## src/soc_bus_pkg.sv

```systemverilog
// bus widths and vector types
// request and response structs for the system bus
// address map, register offsets, UART FSM state types

package soc_bus_pkg;

    ////////////////////////////////////////////////////////////
    // widths and vector types
    ////////////////////////////////////////////////////////////

    localparam int unsigned XLEN  = 32;
    // low address bits that hold a register offset
    localparam int unsigned OFS_W = 16;

    typedef logic [XLEN-1:0]   tcb_adr_t;
    typedef logic [XLEN-1:0]   tcb_dat_t;
    // log2 of transfer size in bytes
    typedef logic [1:0]        tcb_siz_t;
    typedef logic [XLEN/8-1:0] tcb_ben_t;
    typedef logic [7:0]        uart_byte_t;

    // request, 67 bits
    typedef struct packed {
        logic     wen;
        tcb_adr_t adr;
        tcb_siz_t siz;
        tcb_dat_t wdt;
    } tcb_req_t;

    // response, 33 bits
    typedef struct packed {
        tcb_dat_t rdt;
        logic     err;
    } tcb_rsp_t;

    ////////////////////////////////////////////////////////////
    // address map
    ////////////////////////////////////////////////////////////

    localparam tcb_adr_t MEM_BASE     = 32'h8000_0000;
    localparam tcb_adr_t PER_BASE     = 32'h8001_0000;
    localparam tcb_adr_t REGION_MASK  = 32'hffff_0000;
    // uart when set, gpio when clear
    localparam int unsigned PER_UART_BIT = 6;

    // gpio registers
    localparam logic [OFS_W-1:0] GPIO_OUT_OFS  = 16'h0000;
    localparam logic [OFS_W-1:0] GPIO_ENA_OFS  = 16'h0004;
    localparam logic [OFS_W-1:0] GPIO_IN_OFS   = 16'h0008;
    // uart registers
    localparam logic [OFS_W-1:0] UART_DATA_OFS = 16'h0040;
    localparam logic [OFS_W-1:0] UART_STAT_OFS = 16'h0044;

    // uart transmitter and receiver states
    typedef enum logic [1:0] {TX_IDLE, TX_START, TX_DATA, TX_STOP} uart_tx_state_t;
    typedef enum logic [1:0] {RX_IDLE, RX_START, RX_DATA, RX_STOP} uart_rx_state_t;

endpackage

```

## src/uart_periph.sv

```systemverilog
// uart controller, zero-delay bus port
// transmitter FSM, oversampled receiver FSM, receive FIFO
// data register and status register

`timescale 1ns/1ps

module uart_periph
    import soc_bus_pkg::*;
#(
    parameter int unsigned UART_BDR = 8,
    parameter int unsigned FIFO_SIZ = 4
)(
    input  logic     clk,
    input  logic     reset,
    input  logic     vld,
    input  tcb_req_t req,
    output logic     rdy,
    output tcb_rsp_t rsp,
    output logic     uart_txd,
    input  logic     uart_rxd
);

    localparam int unsigned    BCW     = $clog2(UART_BDR);
    localparam int unsigned    PTW     = $clog2(FIFO_SIZ);
    localparam int unsigned    CNW     = $clog2(FIFO_SIZ + 1);
    localparam logic [BCW-1:0] BIT_END = BCW'(UART_BDR - 1);
    localparam logic [BCW-1:0] BIT_MID = BCW'(UART_BDR / 2 - 1);

    // circular pointer step
    function automatic logic [PTW-1:0] ptr_inc(input logic [PTW-1:0] ptr);
        return (ptr == PTW'(FIFO_SIZ - 1)) ? '0 : ptr + 1'b1;
    endfunction

    uart_tx_state_t tx_state;
    logic [BCW-1:0] tx_cnt;
    logic [2:0]     tx_bit;
    uart_byte_t     tx_shr;
    uart_rx_state_t rx_state;
    logic [BCW-1:0] rx_cnt;
    logic [2:0]     rx_bit;
    uart_byte_t     rx_shr;
    logic           rxd_m;
    logic           rxd_s;
    uart_byte_t     fifo [FIFO_SIZ];
    logic [PTW-1:0] wr_ptr;
    logic [PTW-1:0] rd_ptr;
    logic [CNW-1:0] cnt;
    logic           ovr;

    ////////////////////////////////////////////////////////////
    // bus registers
    ////////////////////////////////////////////////////////////

    logic sel_dat, sel_sta;
    logic tx_busy, rx_ne, rx_full;
    logic tx_go, rx_pop, sta_rd;

    assign sel_dat = req.adr[OFS_W-1:0] == UART_DATA_OFS;
    assign sel_sta = req.adr[OFS_W-1:0] == UART_STAT_OFS;
    assign tx_busy = tx_state != TX_IDLE;
    assign rx_ne   = cnt != '0;
    assign rx_full = cnt == CNW'(FIFO_SIZ);
    // write while busy is dropped
    assign tx_go   = vld & req.wen & sel_dat & ~tx_busy;
    assign rx_pop  = vld & ~req.wen & sel_dat & rx_ne;
    assign sta_rd  = vld & ~req.wen & sel_sta;

    always_comb begin
        rsp = '{rdt: '0, err: 1'b0};
        if (sel_dat & req.wen) begin
            rsp.err = tx_busy;
        end else if (sel_dat) begin
            // empty fifo reads zero with error
            rsp.rdt = rx_ne ? tcb_dat_t'(fifo[rd_ptr]) : '0;
            rsp.err = ~rx_ne;
        end else if (sel_sta) begin
            rsp.rdt = tcb_dat_t'({ovr, rx_ne, tx_busy});
        end else begin
            rsp.err = 1'b1;
        end
    end

    ////////////////////////////////////////////////////////////
    // transmitter
    ////////////////////////////////////////////////////////////

    logic tx_end;
    assign tx_end = tx_cnt == BIT_END;

    always_ff @(posedge clk) begin
        if (reset) begin
            rdy      <= 1'b0;
            tx_state <= TX_IDLE;
            tx_cnt   <= '0;
            tx_bit   <= '0;
            uart_txd <= 1'b1;
        end else begin
            rdy <= 1'b1;
            // baud counter runs only inside a frame
            if (tx_busy) tx_cnt <= tx_end ? '0 : tx_cnt + 1'b1;
            case (tx_state)
                TX_IDLE: if (tx_go) begin
                    tx_state <= TX_START;
                    uart_txd <= 1'b0;
                end
                TX_START: if (tx_end) begin
                    tx_state <= TX_DATA;
                    tx_bit   <= '0;
                    uart_txd <= tx_shr[0];
                end
                TX_DATA: if (tx_end) begin
                    tx_bit   <= tx_bit + 1'b1;
                    // after bit 7 comes the stop bit
                    uart_txd <= (tx_bit == 3'd7) | tx_shr[0];
                    if (tx_bit == 3'd7) tx_state <= TX_STOP;
                end
                TX_STOP: if (tx_end) tx_state <= TX_IDLE;
            endcase
        end
    end

    // lsb first shift register
    always_ff @(posedge clk) begin
        if (tx_go) begin
            tx_shr <= req.wdt[7:0];
        end else if (tx_end & ((tx_state == TX_START) | (tx_state == TX_DATA))) begin
            tx_shr <= tx_shr >> 1;
        end
    end

    ////////////////////////////////////////////////////////////
    // receiver
    ////////////////////////////////////////////////////////////

    logic rx_end, rx_done;
    assign rx_end  = rx_cnt == BIT_END;
    // stop bit sampled high
    assign rx_done = (rx_state == RX_STOP) & rx_end & rxd_s;

    // line synchronizer, idles high
    always_ff @(posedge clk) begin
        if (reset) begin
            rxd_m <= 1'b1;
            rxd_s <= 1'b1;
        end else begin
            rxd_m <= uart_rxd;
            rxd_s <= rxd_m;
        end
    end

    always_ff @(posedge clk) begin
        if (reset) begin
            rx_state <= RX_IDLE;
            rx_cnt   <= '0;
            rx_bit   <= '0;
        end else begin
            case (rx_state)
                // falling edge starts the count
                RX_IDLE: if (~rxd_s) begin
                    rx_state <= RX_START;
                    rx_cnt   <= '0;
                end
                // mid start bit, high again means a glitch
                RX_START: if (rx_cnt == BIT_MID) begin
                    rx_cnt   <= '0;
                    rx_bit   <= '0;
                    rx_state <= rxd_s ? RX_IDLE : RX_DATA;
                end else begin
                    rx_cnt <= rx_cnt + 1'b1;
                end
                RX_DATA: begin
                    rx_cnt <= rx_end ? '0 : rx_cnt + 1'b1;
                    if (rx_end) rx_bit <= rx_bit + 1'b1;
                    if (rx_end & (rx_bit == 3'd7)) rx_state <= RX_STOP;
                end
                RX_STOP: begin
                    rx_cnt <= rx_end ? '0 : rx_cnt + 1'b1;
                    if (rx_end) rx_state <= RX_IDLE;
                end
            endcase
        end
    end

    // mid-bit samples enter at the msb
    always_ff @(posedge clk) begin
        if ((rx_state == RX_DATA) & rx_end) rx_shr <= {rxd_s, rx_shr[7:1]};
    end

    ////////////////////////////////////////////////////////////
    // receive fifo
    ////////////////////////////////////////////////////////////

    always_ff @(posedge clk) begin
        if (rx_done & ~rx_full) fifo[wr_ptr] <= rx_shr;
    end

    always_ff @(posedge clk) begin
        if (reset) begin
            wr_ptr <= '0;
            rd_ptr <= '0;
            cnt    <= '0;
            ovr    <= 1'b0;
        end else begin
            if (rx_done & ~rx_full) wr_ptr <= ptr_inc(wr_ptr);
            if (rx_pop) rd_ptr <= ptr_inc(rd_ptr);
            cnt <= cnt + CNW'(rx_done & ~rx_full) - CNW'(rx_pop);
            // full fifo drops the byte, flag cleared by status read
            if (rx_done & rx_full) begin
                ovr <= 1'b1;
            end else if (sta_rd) begin
                ovr <= 1'b0;
            end
        end
    end

endmodule
```

## config.mk

```make
export PLATFORM = sky130hd
export DESIGN_NAME = uart_periph
export DESIGN_NICKNAME = d
export VERILOG_FILES = /design/src/soc_bus_pkg.sv /design/src/uart_periph.sv
export SDC_FILE = /design/constraint.sdc
export NUM_CORES = 1
export LEC_CHECK = 0
export BUFFER_PORTS_ARGS = -buffer_cell sky130_fd_sc_hd__buf_2
export CAP_MARGIN = 5
export CORE_AREA = 3 3 90 92
export CTS_CLUSTER_DIAMETER = 150
export DETAILED_ROUTE_END_ITERATION = 8
export DIE_AREA = 0 0 93 95
export GPL_TIMING_DRIVEN = 0
export HOLD_SLACK_MARGIN = 0.12
export PLACE_DENSITY = 0.77
export RECOVER_POWER = 50
export SETUP_SLACK_MARGIN = 0.4
export SLEW_MARGIN = 10
export SYNTH_ARGS = -nofsm -noshare
export SYNTH_HDL_FRONTEND = slang
export SYNTH_SLANG_ARGS = --single-unit
```

## constraint.sdc

```tcl
create_clock -name clk -period 2.7 [get_ports clk]
set_input_delay 0.135 -clock clk [delete_from_list [all_inputs] [get_ports clk]]
set_output_delay 0.135 -clock clk [all_outputs]
set_load 0.02 [all_outputs]
```

==> flow_summary.toml, run 1 <==
[outcome]
status = "finished clean"

[finish]
final_core_utilization_pct = 62.34
layout_fillers = 550
final_net_count = 487
multi_input_gate_area_mm2 = 0.001488
drive_gt1_share_pct = 31.41
ff_latch_area_mm2 = 0.002054
design_area_mm2 = 0.004546
syn2layout_area_growth_pct = 24.16
antenna_diodes = 0

[placed_design]
gpl.final_weighted_congestion = 0.7430
place_area_mm2 = 0.004090
io_buffers = 39
place.detailed.hpwl_um = 4721

[sta]
final.setup_skew_ns = 0.008899
achievable-frequency_mhz = 418.7
finalCritPeriodShare_pct = 88.45
finalCriticalPeriod_ns = 2.388
setup_violations = 0
totalNegativeSetupSlack_ns = 0
worst_pin_slew_ns = 0.7790
headroom_to_the_max_slew_limit_pct = 47.88
worst_hold_slack_ns = 0.1558
hold_viol = 0
setup_repair_after_global_routing_missed_its_margin = "yes"
maxSlewViolCount = 0

[yosys]
netlist_top_cells_area = "sky130_fd_sc_hd__edfxtp_1 (39%), sky130_fd_sc_hd__dfxtp_1 (16%), sky130_fd_sc_hd__ha_1 (7.5%)"
postSynth.topFlopCell = "sky130_fd_sc_hd__edfxtp_1"
count_of_mapped_cells_out_of_synthesis = 296
synth.yosys.warnings = 0
synth-edff-count = 48
synth_top_cell_by_area = "sky130_fd_sc_hd__edfxtp_1"
synth_top_cell_area_share_pct = 39.37
ff_latch_count_synth = 78
share_of_flip_flops_with_an_asynchronous_set_or_reset_after_synthesis_pct = 0
synth_sequential_area_ratio_pct = 55.78
syn_avg_cell_area_um2 = 12.37
synthDistinctLibCells = 49
synth_area_mm2 = 0.003661

[cts]
cts-htree-levels = 3
cts_sinks = 78
cts-root-buf = "sky130_fd_sc_hd__clkbuf_8"
worst_setup_hold_path_clk_slew_ns = 0.08
numCtsBuffers = 9
cts_tree = "done"
clock_path_buffers = 2
worst_skew_pair.late_latency_ns = 0.35

[floorplanning]
die_area_mm2 = 0.008835
i_o_pin_total = 106
initial_core_util_pct = 50.21
core.rowCount = 31
fp.dieH_um = 95
die_x_um = 93
core_mm2 = 0.007292

[worst_setup_path]
r2r_setup_slack_ns = 0.31
crit_fanout = 10
crit_path_start_kind = "register"
critPathBufInv = 2
critical-path-max-stage-delay_ns = 0.35
setup.worst_path.class = "register to register"
critPathCaptureType = "register"
reg2reg_depth = 10
cpLargestDelayFamily = "adder cells"
slowest_stage_cell_cp = "sky130_fd_sc_hd__clkbuf_1"
cp_data_arrival_time_ns = 2.62
timing.critical_path.cells = "clkbuf_1 > nand4_1 > a21oi_1 > xnor2_2 > ha_2 > inv_1 > fa_2 > xor2_1 > xnor2_1 > nor2_1"
cp.depth = 10
required_ns = 2.93
critical_path_sink = "cnt[2]"
timing.rr.end = "cnt[2]"

[route]
drt_iter0_markers = 187
drt_wl_total_um = 7264
route.detailed.drc = 0
detail_route.vias_per_cell = 5.107
drt_pre_antenna_iters = 4
drt-wirelength-per-cell_um = 14.62
vias = 2538
drtAntennaViolNets = 0

[power_and_ir_drop]
ir_drop_uv = 218.4
power_density_over_the_cells_mw_per_mm2 = 555.9
leakage_nw = 1.828

[global_routing]
grt_pass1_wl_um = 11030
global_route.peak_usage_layer = "met2"
first_global_vias = 2385
grtUsageMet2_pct = 28.49
grt_antenna_before_repair = 0
use_met1_pct = 18.80
grt_usage_pct = 16.23
grt_start_max_net_pins = 16
total_gr_overflow = 0
grt.met3_usage_pct = 4.223

[run]
max_cap_violations = 0

[worst_hold_path]
worst_hold_path_type = "input pin to register"
## layout by cell type (no fill, tap or decap), drive strengths merged, types with 2 or more instances in the layout
cell | synthesis | routed
buf | 25 | 74
edfxtp | 48 | 48
dfxtp | 30 | 30
nor2 | 29 | 29
conb | 1 | 24
ha | 22 | 22
clkbuf | 9 | 22
a21oi | 19 | 19
inv | 14 | 18
nand2 | 11 | 11
dlygate4sd3 | 0 | 10
nor3 | 9 | 9
mux4 | 8 | 8
mux2 | 7 | 7
nor2b | 7 | 7
mux2i | 6 | 6
nand4 | 5 | 5
nor4 | 5 | 5
and2 | 4 | 4
nand4b | 3 | 3
o21ai | 3 | 3
nand2b | 2 | 2
or2 | 2 | 2
a211oi | 2 | 2
or3 | 2 | 2
nor4b | 2 | 2
xnor2 | 2 | 2
## where the power goes
group	total [W]	switching, W	internal, W	leakage, nW
clock network	0.000895	0.000454	0.000441	0.103
logic	0.000335	0.000208	0.000127	1.05
registers	0.00130	0.0000251	0.00127	0.677
## cell type report
type	instances	share of cell area [%]
Sequential cell	78	45.20
Multi-Input combinational cell	193	32.73
Timing Repair Buffer	63	8.726
Buffer	34	4.982
Clock buffer	9	2.725
Tap cell	99	2.725
Clock inverter	7	1.762
Inverter	14	1.156
## cells by family (layout without fill, tap and decap cells)
family | after synthesis | count (layout) | synth area share, %
AO/OA/AOI/OAI | 36 | 36 | 6.050
XOR/XNOR | 3 | 3 | 0.7178
adder cells (fa/ha/maj) | 23 | 23 | 8.066
buffers and inverters | 48 | 127 | 7.416
flip-flops | 78 | 78 | 55.78
multiplexers | 21 | 21 | 8.715
other | 1 | 24 | 0.1024
AND/OR/NAND/NOR | 86 | 86 | 13.16
## worst min path at each step
stage	cells after the start	to	slack (ns)	startpoint
global placement	2	rxd_m	0.32	uart_rxd
detailed placement	2	rxd_m	0.32	uart_rxd
global route	3	ovr	0.17	req[66]
finish	3	ovr	0.16	req[66]
CTS	3	ovr	0.14	req[66]
floorplan	1	rdy	0.22	reset
## tightest hold or removal path, stage by stage
cell and delay [ns]:
sky130_fd_sc_hd__buf_2 0.12, sky130_fd_sc_hd__o31ai_1 0.10, sky130_fd_sc_hd__a21oi_2 0.12
## state kept, by name, summed over array words and instances (netlist names), named ones only
register	count
tx_state	2
rxd_m	1
rd_ptr	2
rx_shr	8
rx_state	1
ovr	1
tx_bit	3
rx_cnt	3
cnt	3
fifo	32
tx_cnt	3
uart_txd	1
rdy	1
wr_ptr	2
tx_shr	8
rxd_s	1
rx_bit	3
## routing by layer
layer	vias to the layer above	share of wire, %
met1	1199	42
met5	-	0
met3	13	6.9
met2	100	50
li1	1226	-
met4	0	1.6
## synth_stat cells, drive strengths merged (2+ instances only)
| cell type | n |
|---|---|
| clkbuf | 9 |
| nand4b | 3 |
| nor2 | 29 |
| and2 | 4 |
| a211oi | 2 |
| mux2 | 7 |
| edfxtp | 48 |
| xnor2 | 2 |
| or3 | 2 |
| inv | 14 |
| mux4 | 8 |
| ha | 22 |
| nor2b | 7 |
| dfxtp | 30 |
| buf | 25 |
| nand2b | 2 |
| a21oi | 19 |
| o21ai | 3 |
| nand4 | 5 |
| nand2 | 11 |
| nor4 | 5 |
| or2 | 2 |
| nor4b | 2 |
| mux2i | 6 |
| nor3 | 9 |
## repair_timing
item                       in CTS  in global routing
hold endpoints to repair       10                  0
gates resized for setup         7                 17
setup endpoints to repair      20                 16
setup buffers                   7                  7
hold buffers                   10                  0
pin swaps                       2                  5
## per-stage QoR
step | instances | total power [W] | setup WS (ns)
6_report | 497 | 0.002527 | 0.3119
4_1_cts | 490 | 0.002525 | 0.3372
5_1_grt | 497 | 0.002638 | 0.1345
3_3_place_gp | 457 | 0.001615 | 0.1535
2_1_floorplan | 319 | 0.001544 | 0.4019
3_5_place_dp | 457 | 0.001631 | 0.1117
Power figures use the tool's default switching activity.
==> run 2, diff against run 1 <==
--- a/config.mk
+++ b/config.mk
@@ -7,13 +7,13 @@
 export LEC_CHECK = 0
 export BUFFER_PORTS_ARGS = -buffer_cell sky130_fd_sc_hd__buf_2
 export CAP_MARGIN = 5
-export CORE_AREA = 3 3 90 92
+export CORE_AREA = 3 3 88 90
 export CTS_CLUSTER_DIAMETER = 150
 export DETAILED_ROUTE_END_ITERATION = 8
-export DIE_AREA = 0 0 93 95
+export DIE_AREA = 0 0 91 93
 export GPL_TIMING_DRIVEN = 0
 export HOLD_SLACK_MARGIN = 0.12
-export PLACE_DENSITY = 0.77
+export PLACE_DENSITY = 0.8
 export RECOVER_POWER = 50
 export SETUP_SLACK_MARGIN = 0.4
 export SLEW_MARGIN = 10
==> run 2 against run 1 <==
Net effect: non-clock buffer count decreased by 9; critical path depth grew 1; register-to-register slack got worse by 0.04 ns; flip-flop and latch count stayed put; sequential power hardly changed; final cell count decreased by 1.8%; worst setup slack got worse by 0.037 ns; global-route usage up 0.53 points; clock skew is 0.0013 ns higher; clock-buffer cell count unchanged; largest cell class unchanged; largest power group unchanged.
==> flow_summary.toml, run 2 (same netlist as run 1, synthesis figures left out) <==
[route]
route.detailed.drc = 0
detail_route.vias_per_cell = 5.014
drt-wirelength-per-cell_um = 13.84
vias = 2447
drt_wl_total_um = 6754
drt_iter0_markers = 110
drt_pre_antenna_iters = 4
drtAntennaViolNets = 0

[power_and_ir_drop]
leakage_nw = 1.793
switching_share_pct = 26.55
power.switching_w = 0.0006634
seq_power_share_pct = 51.7
design_power_total_w = 0.002499
share_comb_of_total_power_pct = 13.0
ir_drop_uv = 223.4
power_density_over_the_cells_mw_per_mm2 = 559.0
internal_power_w = 0.001836
clkPwrFrac_pct = 35.3

[placed_design]
place_area_mm2 = 0.004090
io_buffers = 39
gpl.final_weighted_congestion = 0.7795
place.detailed.hpwl_um = 4663

[sta]
totalNegativeSetupSlack_ns = 0
finalCritPeriodShare_pct = 89.81
setup_violations = 0
finalCriticalPeriod_ns = 2.425
worst_pin_slew_ns = 0.7817
final.setup_skew_ns = 0.01015
hold_viol = 0
achievable-frequency_mhz = 412.4
maxSlewViolCount = 0
setup_repair_after_global_routing_missed_its_margin = "yes"
headroom_to_the_max_slew_limit_pct = 47.69

[finish]
commonest_non_fill_non_tap_cells_in_the_layout = "sky130_fd_sc_hd__edfxtp_1 (48), sky130_fd_sc_hd__buf_2 (36), sky130_fd_sc_hd__buf_4 (30)"
layout_fillers = 549
drive_gt1_share_pct = 30.08
registers.top_by_ff_count = "fifo"
mostFrequentLayoutCell = "sky130_fd_sc_hd__edfxtp_1"
top_regs = "fifo x32, rx_shr x8, tx_shr x8"
design_area_mm2 = 0.004471
syn2layout_area_growth_pct = 22.11
antenna_diodes = 0
final_net_count = 478
largest_reg_flops = 32

[worst_setup_path]
slowest_stage_cell_cp = "sky130_fd_sc_hd__or3b_4"
r2r_setup_slack_ns = 0.28
worstReg2RegStart = "cnt[0]"
required_ns = 2.92
critPathCaptureType = "register"
critical_path_sink = "cnt[2]"
cp_data_arrival_time_ns = 2.65
critPathLaunch = "cnt[0]"
crit_fanout = 5
timing.critical_path.cells = "nor3_2 > nor3_1 > or3b_4 > buf_6 > xnor2_2 > ha_2 > inv_1 > fa_2 > xor2_1 > xnor2_1 > nor2_1"
crit_path_start_kind = "register"
timing.rr.end = "cnt[2]"
reg2reg_depth = 11
critical-path-max-stage-delay_ns = 0.41
setup.worst_path.class = "register to register"

[global_routing]
grt_antenna_before_repair = 0
grt_usage_pct = 16.76
grt_start_max_net_pins = 16
total_gr_overflow = 0
first_global_vias = 2455
grt_pass1_wl_um = 11180

[cts]
worst_setup_hold_path_clk_slew_ns = 0.08
cts_sinks = 78
cts_tree = "done"
clock_path_buffers = 2
numCtsBuffers = 9
worst_skew_pair.late_latency_ns = 0.35
cts-htree-levels = 3
cts-root-buf = "sky130_fd_sc_hd__clkbuf_8"

[floorplanning]
fp.dieH_um = 93
core_mm2 = 0.007137
i_o_pin_total = 106
core.rowCount = 31
initial_core_util_pct = 51.30
die_x_um = 91
die_area_mm2 = 0.008463

[outcome]
status = "finished clean"

[worst_hold_path]
worst_hold_path_type = "input pin to register"
timing.hold.worst_path_depth = 3

[run]
max_cap_violations = 0
run 2: power groups by stage:
stage          Combinational, W  Sequential [W]  Clock, W
6_report               0.000324         0.00129  0.000883
2_1_floorplan          0.000215         0.00133         0
5_1_grt                0.000358         0.00130  0.000946
3_5_place_dp           0.000300         0.00132         0
3_3_place_gp           0.000293         0.00132         0
4_1_cts                0.000317         0.00129  0.000897
run 2: worst max-delay path, delay by kind of cell (launching register included):
kind | cells | cell delay, ns
simple gates | 4 | 0.73
xor+xnor | 3 | 0.49
flops | 1 | 0.37
buf+inv | 2 | 0.19
fa+ha+maj | 2 | 0.51
run 2: final cells by class:
class                           instances  area, um2  area share (%)
Clock buffer                            9      123.9           2.771
Tap cell                               99      123.9           2.771
Sequential cell                        78       2053           45.93
Inverter                               14      52.55           1.175
Buffer                                 34      227.7           5.094
Timing Repair Buffer                   54      326.6           7.305
Clock inverter                          7      77.57           1.735
Multi-Input combinational cell        193       1485           33.22
run 2: metrics by stage:
stage                     hold WS (ns)  setup slack [ns]  std cells  util, %
after floorplan                 0.2203            0.4019        319        -
after global placement          0.3190            0.1214        457    57.31
after detailed placement        0.3203            0.1052        457    57.31
after CTS                       0.1298            0.3427        485    62.03
after global routing            0.1756            0.1652        488    62.64
final                           0.1262            0.2752        488    62.64
run 2: worst min path at each step:
| stage | startpoint | end | slack (ns) |
|---|---|---|---|
| 2_1_floorplan | reset | rdy | 0.22 |
| 3_3_place_gp | uart_rxd | rxd_m | 0.32 |
| 3_5_place_dp | uart_rxd | rxd_m | 0.32 |
| 4_1_cts | req[66] | ovr | 0.13 |
| 5_1_grt | req[7] | tx_shr[7] | 0.18 |
| 6_report | req[66] | ovr | 0.13 |
run 2: metal layers:
layer  routed length (um)  vias to the layer above  global-route usage (%)
met5                    0                        -                       0
met2                 3379                       72                   30.04
li1                     -                     1208                       -
met1                 2787                     1154                   18.81
met3                  421                       13                   3.459
met4                  165                        0                   8.794
run 2: repair_timing:
item                                    in CTS  in global routing
pin swaps                                    2                  4
hold buffers                                 9                  0
gates resized for setup                      7                 15
hold endpoints to repair                    10                  0
endpoints found under the setup margin      19                 17
setup buffers                                3                  3
==> run 3, diff against run 2 <==
--- a/config.mk
+++ b/config.mk
@@ -11,9 +11,9 @@
 export CTS_CLUSTER_DIAMETER = 150
 export DETAILED_ROUTE_END_ITERATION = 8
 export DIE_AREA = 0 0 91 93
-export GPL_TIMING_DRIVEN = 0
+export GPL_TIMING_DRIVEN = 1
 export HOLD_SLACK_MARGIN = 0.12
-export PLACE_DENSITY = 0.8
+export PLACE_DENSITY = 0.9
 export RECOVER_POWER = 50
 export SETUP_SLACK_MARGIN = 0.4
 export SLEW_MARGIN = 10
==> run 3 against run 2 <==
Net effect: sequential share of layout area is 1.6 points higher; maximum frequency is 0.15% lower; non-clock buffer count down 22; register-to-register slack barely moved.
==> flow_summary.toml, run 3 (same netlist as run 1, synthesis figures left out) <==
[outcome]
status = "finished clean"

[global_routing]
grt_pass1_wl_um = 11880
grt_antenna_before_repair = 0
first_global_vias = 2486
grt_usage_pct = 17.89
total_gr_overflow = 0
grt_start_max_net_pins = 31

[sta]
maxSlewViolCount = 0
worst_pin_slew_ns = 1.331
setup_repair_after_global_routing_missed_its_margin = "yes"
finalCriticalPeriod_ns = 2.428
final_critical_path_setup_slack_ns = 0.2715
final.setup_skew_ns = 0.01383
headroom_to_the_max_slew_limit_pct = 11.25
finalCritPeriodShare_pct = 89.94
setup_violations = 0
achievable-frequency_mhz = 411.8
totalNegativeSetupSlack_ns = 0
hold_viol = 0

[power_and_ir_drop]
power_density_over_the_cells_mw_per_mm2 = 566.7
leakage_nw = 1.706
design_power_total_w = 0.002449
ir_drop_uv = 208.8

[cts]
clock_path_buffers = 2
numCtsBuffers = 9
cts_tree = "done"
cts-htree-levels = 3
worst_skew_pair.late_latency_ns = 0.35
worst_setup_hold_path_clk_slew_ns = 0.08
cts-root-buf = "sky130_fd_sc_hd__clkbuf_8"
cts_sinks = 78

[run]
max_cap_violations = 0

[route]
vias = 2483
drt-wirelength-per-cell_um = 15.79
drt_pre_antenna_iters = 4
drt_wl_total_um = 7359
drtAntennaViolNets = 0
drt_iter0_markers = 103
route.detailed.drc = 0
detail_route.vias_per_cell = 5.328

[finish]
final_cell_count_no_fill = 466
layout_fillers = 531
drive_gt1_share_pct = 27.52
registers.top_by_ff_count = "fifo"
final_net_count = 456
design_area_mm2 = 0.004322
top_regs = "fifo x32, rx_shr x8, tx_shr x8"
largest_reg_flops = 32
syn2layout_area_growth_pct = 18.04
commonest_non_fill_non_tap_cells_in_the_layout = "sky130_fd_sc_hd__edfxtp_1 (48), sky130_fd_sc_hd__buf_2 (36), sky130_fd_sc_hd__nor2_1 (29)"
mostFrequentLayoutCell = "sky130_fd_sc_hd__edfxtp_1"
antenna_diodes = 0

[placed_design]
dp_worst_setup_slack_ns = 0.1515
place_area_mm2 = 0.003909
gpl.final_weighted_congestion = 0.7789
place_inst = 428
place.detailed.hpwl_um = 4786
io_buffers = 39

[floorplanning]
core.rowCount = 31
initial_core_util_pct = 51.30
die_area_mm2 = 0.008463
die_x_um = 91
fp.dieH_um = 93
i_o_pin_total = 106
core_mm2 = 0.007137

[worst_setup_path]
setup.worst_path.class = "register to register"
required_ns = 2.88
critical-path-max-stage-delay_ns = 0.34
cpMostUsedCell = "sky130_fd_sc_hd__ha_1"
crit_fanout = 2
crit_path_start_kind = "register"
cp_data_arrival_time_ns = 2.61
slowest_stage_cell_cp = "sky130_fd_sc_hd__dfxtp_1"
critPathCaptureType = "register"
timing.critical_path.cells = "ha_1 > ha_1 > nand4_1 > a21oi_4 > xnor2_2 > ha_1 > inv_1 > fa_2 > xor2_1 > xnor2_1 > nor2_1"

[worst_hold_path]
worst_hold_path_type = "input pin to register"
[run 3: cell count changes in the layout (fill, tap and decap cells not counted), sizes merged]
cell | before | now
inv | 18 | 16
buf | 67 | 51
clkbuf | 21 | 15
clkinv | 1 | 4
clkinvlp | 1 | 0
[run 3: power by group]
group / internal, W / switching, W / total, W
logic: 0.000102 / 0.000184 / 0.000287
registers: 0.00127 / 0.0000217 / 0.00129
clock network: 0.000430 / 0.000438 / 0.000868
total: 0.00180 / 0.000644 / 0.00245
[run 3: cell type report]
class | instances | area (um2) | area share, %
clock buffers | 9 | 123.9 | 2.866
clock inverters | 7 | 71.32 | 1.650
inverters | 14 | 52.55 | 1.216
multi-input cells | 193 | 1468 | 33.96
flip-flops and latches | 78 | 2054 | 47.54
well taps | 99 | 123.9 | 2.866
repair buffers | 66 | 427.9 | 9.902
[run 3: routing by layer]
layer / GRT usage [%] / vias up / wire length (um)
li1: - / 1156 / -
met1: 19.78 / 1213 / 2875
met2: 32.86 / 97 / 3970
met3: 4.425 / 17 / 375
met4: 7.286 / 0 / 138
met5: 0 / - / 0
[run 3: critical path, delay by kind of cell (launching register included)]
kind	cells	cell delay, ns
fa+ha+maj	4	0.87
xor+xnor	3	0.51
flops	1	0.34
simple gates	2	0.26
compound gates	1	0.22
buf+inv	1	0.06
[run 3: what timing repair did]
| action | in CTS | in global routing |
|---|---|---|
| setup buffers | 10 | 3 |
| gates resized for setup | 10 | 9 |
| pin swaps | 3 | 3 |
| hold buffers | 9 | 0 |
| hold endpoints to repair | 9 | 0 |
| setup endpoints to repair | 1 | 4 |
[run 3: final timing paths]
| kind | from | end | slack [ns] | depth (start not counted) |
|---|---|---|---|---|
| max | rx_cnt[1] | cnt[2] | 0.27 | 11 |
| min reg2reg | rxd_m | rxd_s | 0.42 | 1 |
| min | req[66] | ovr | 0.16 | 3 |
| max reg2reg | rx_cnt[1] | cnt[2] | 0.27 | 11 |
[run 3: metrics by stage]
| stage | hold WS [ns] | util [%] |
|---|---|---|
| floorplan | 0.2203 | - |
| finish | 0.1627 | 60.55 |
| CTS | 0.1606 | 60.29 |
| detailed placement | 0.3220 | 54.77 |
| global route | 0.1610 | 60.55 |
| global placement | 0.3226 | 54.77 |
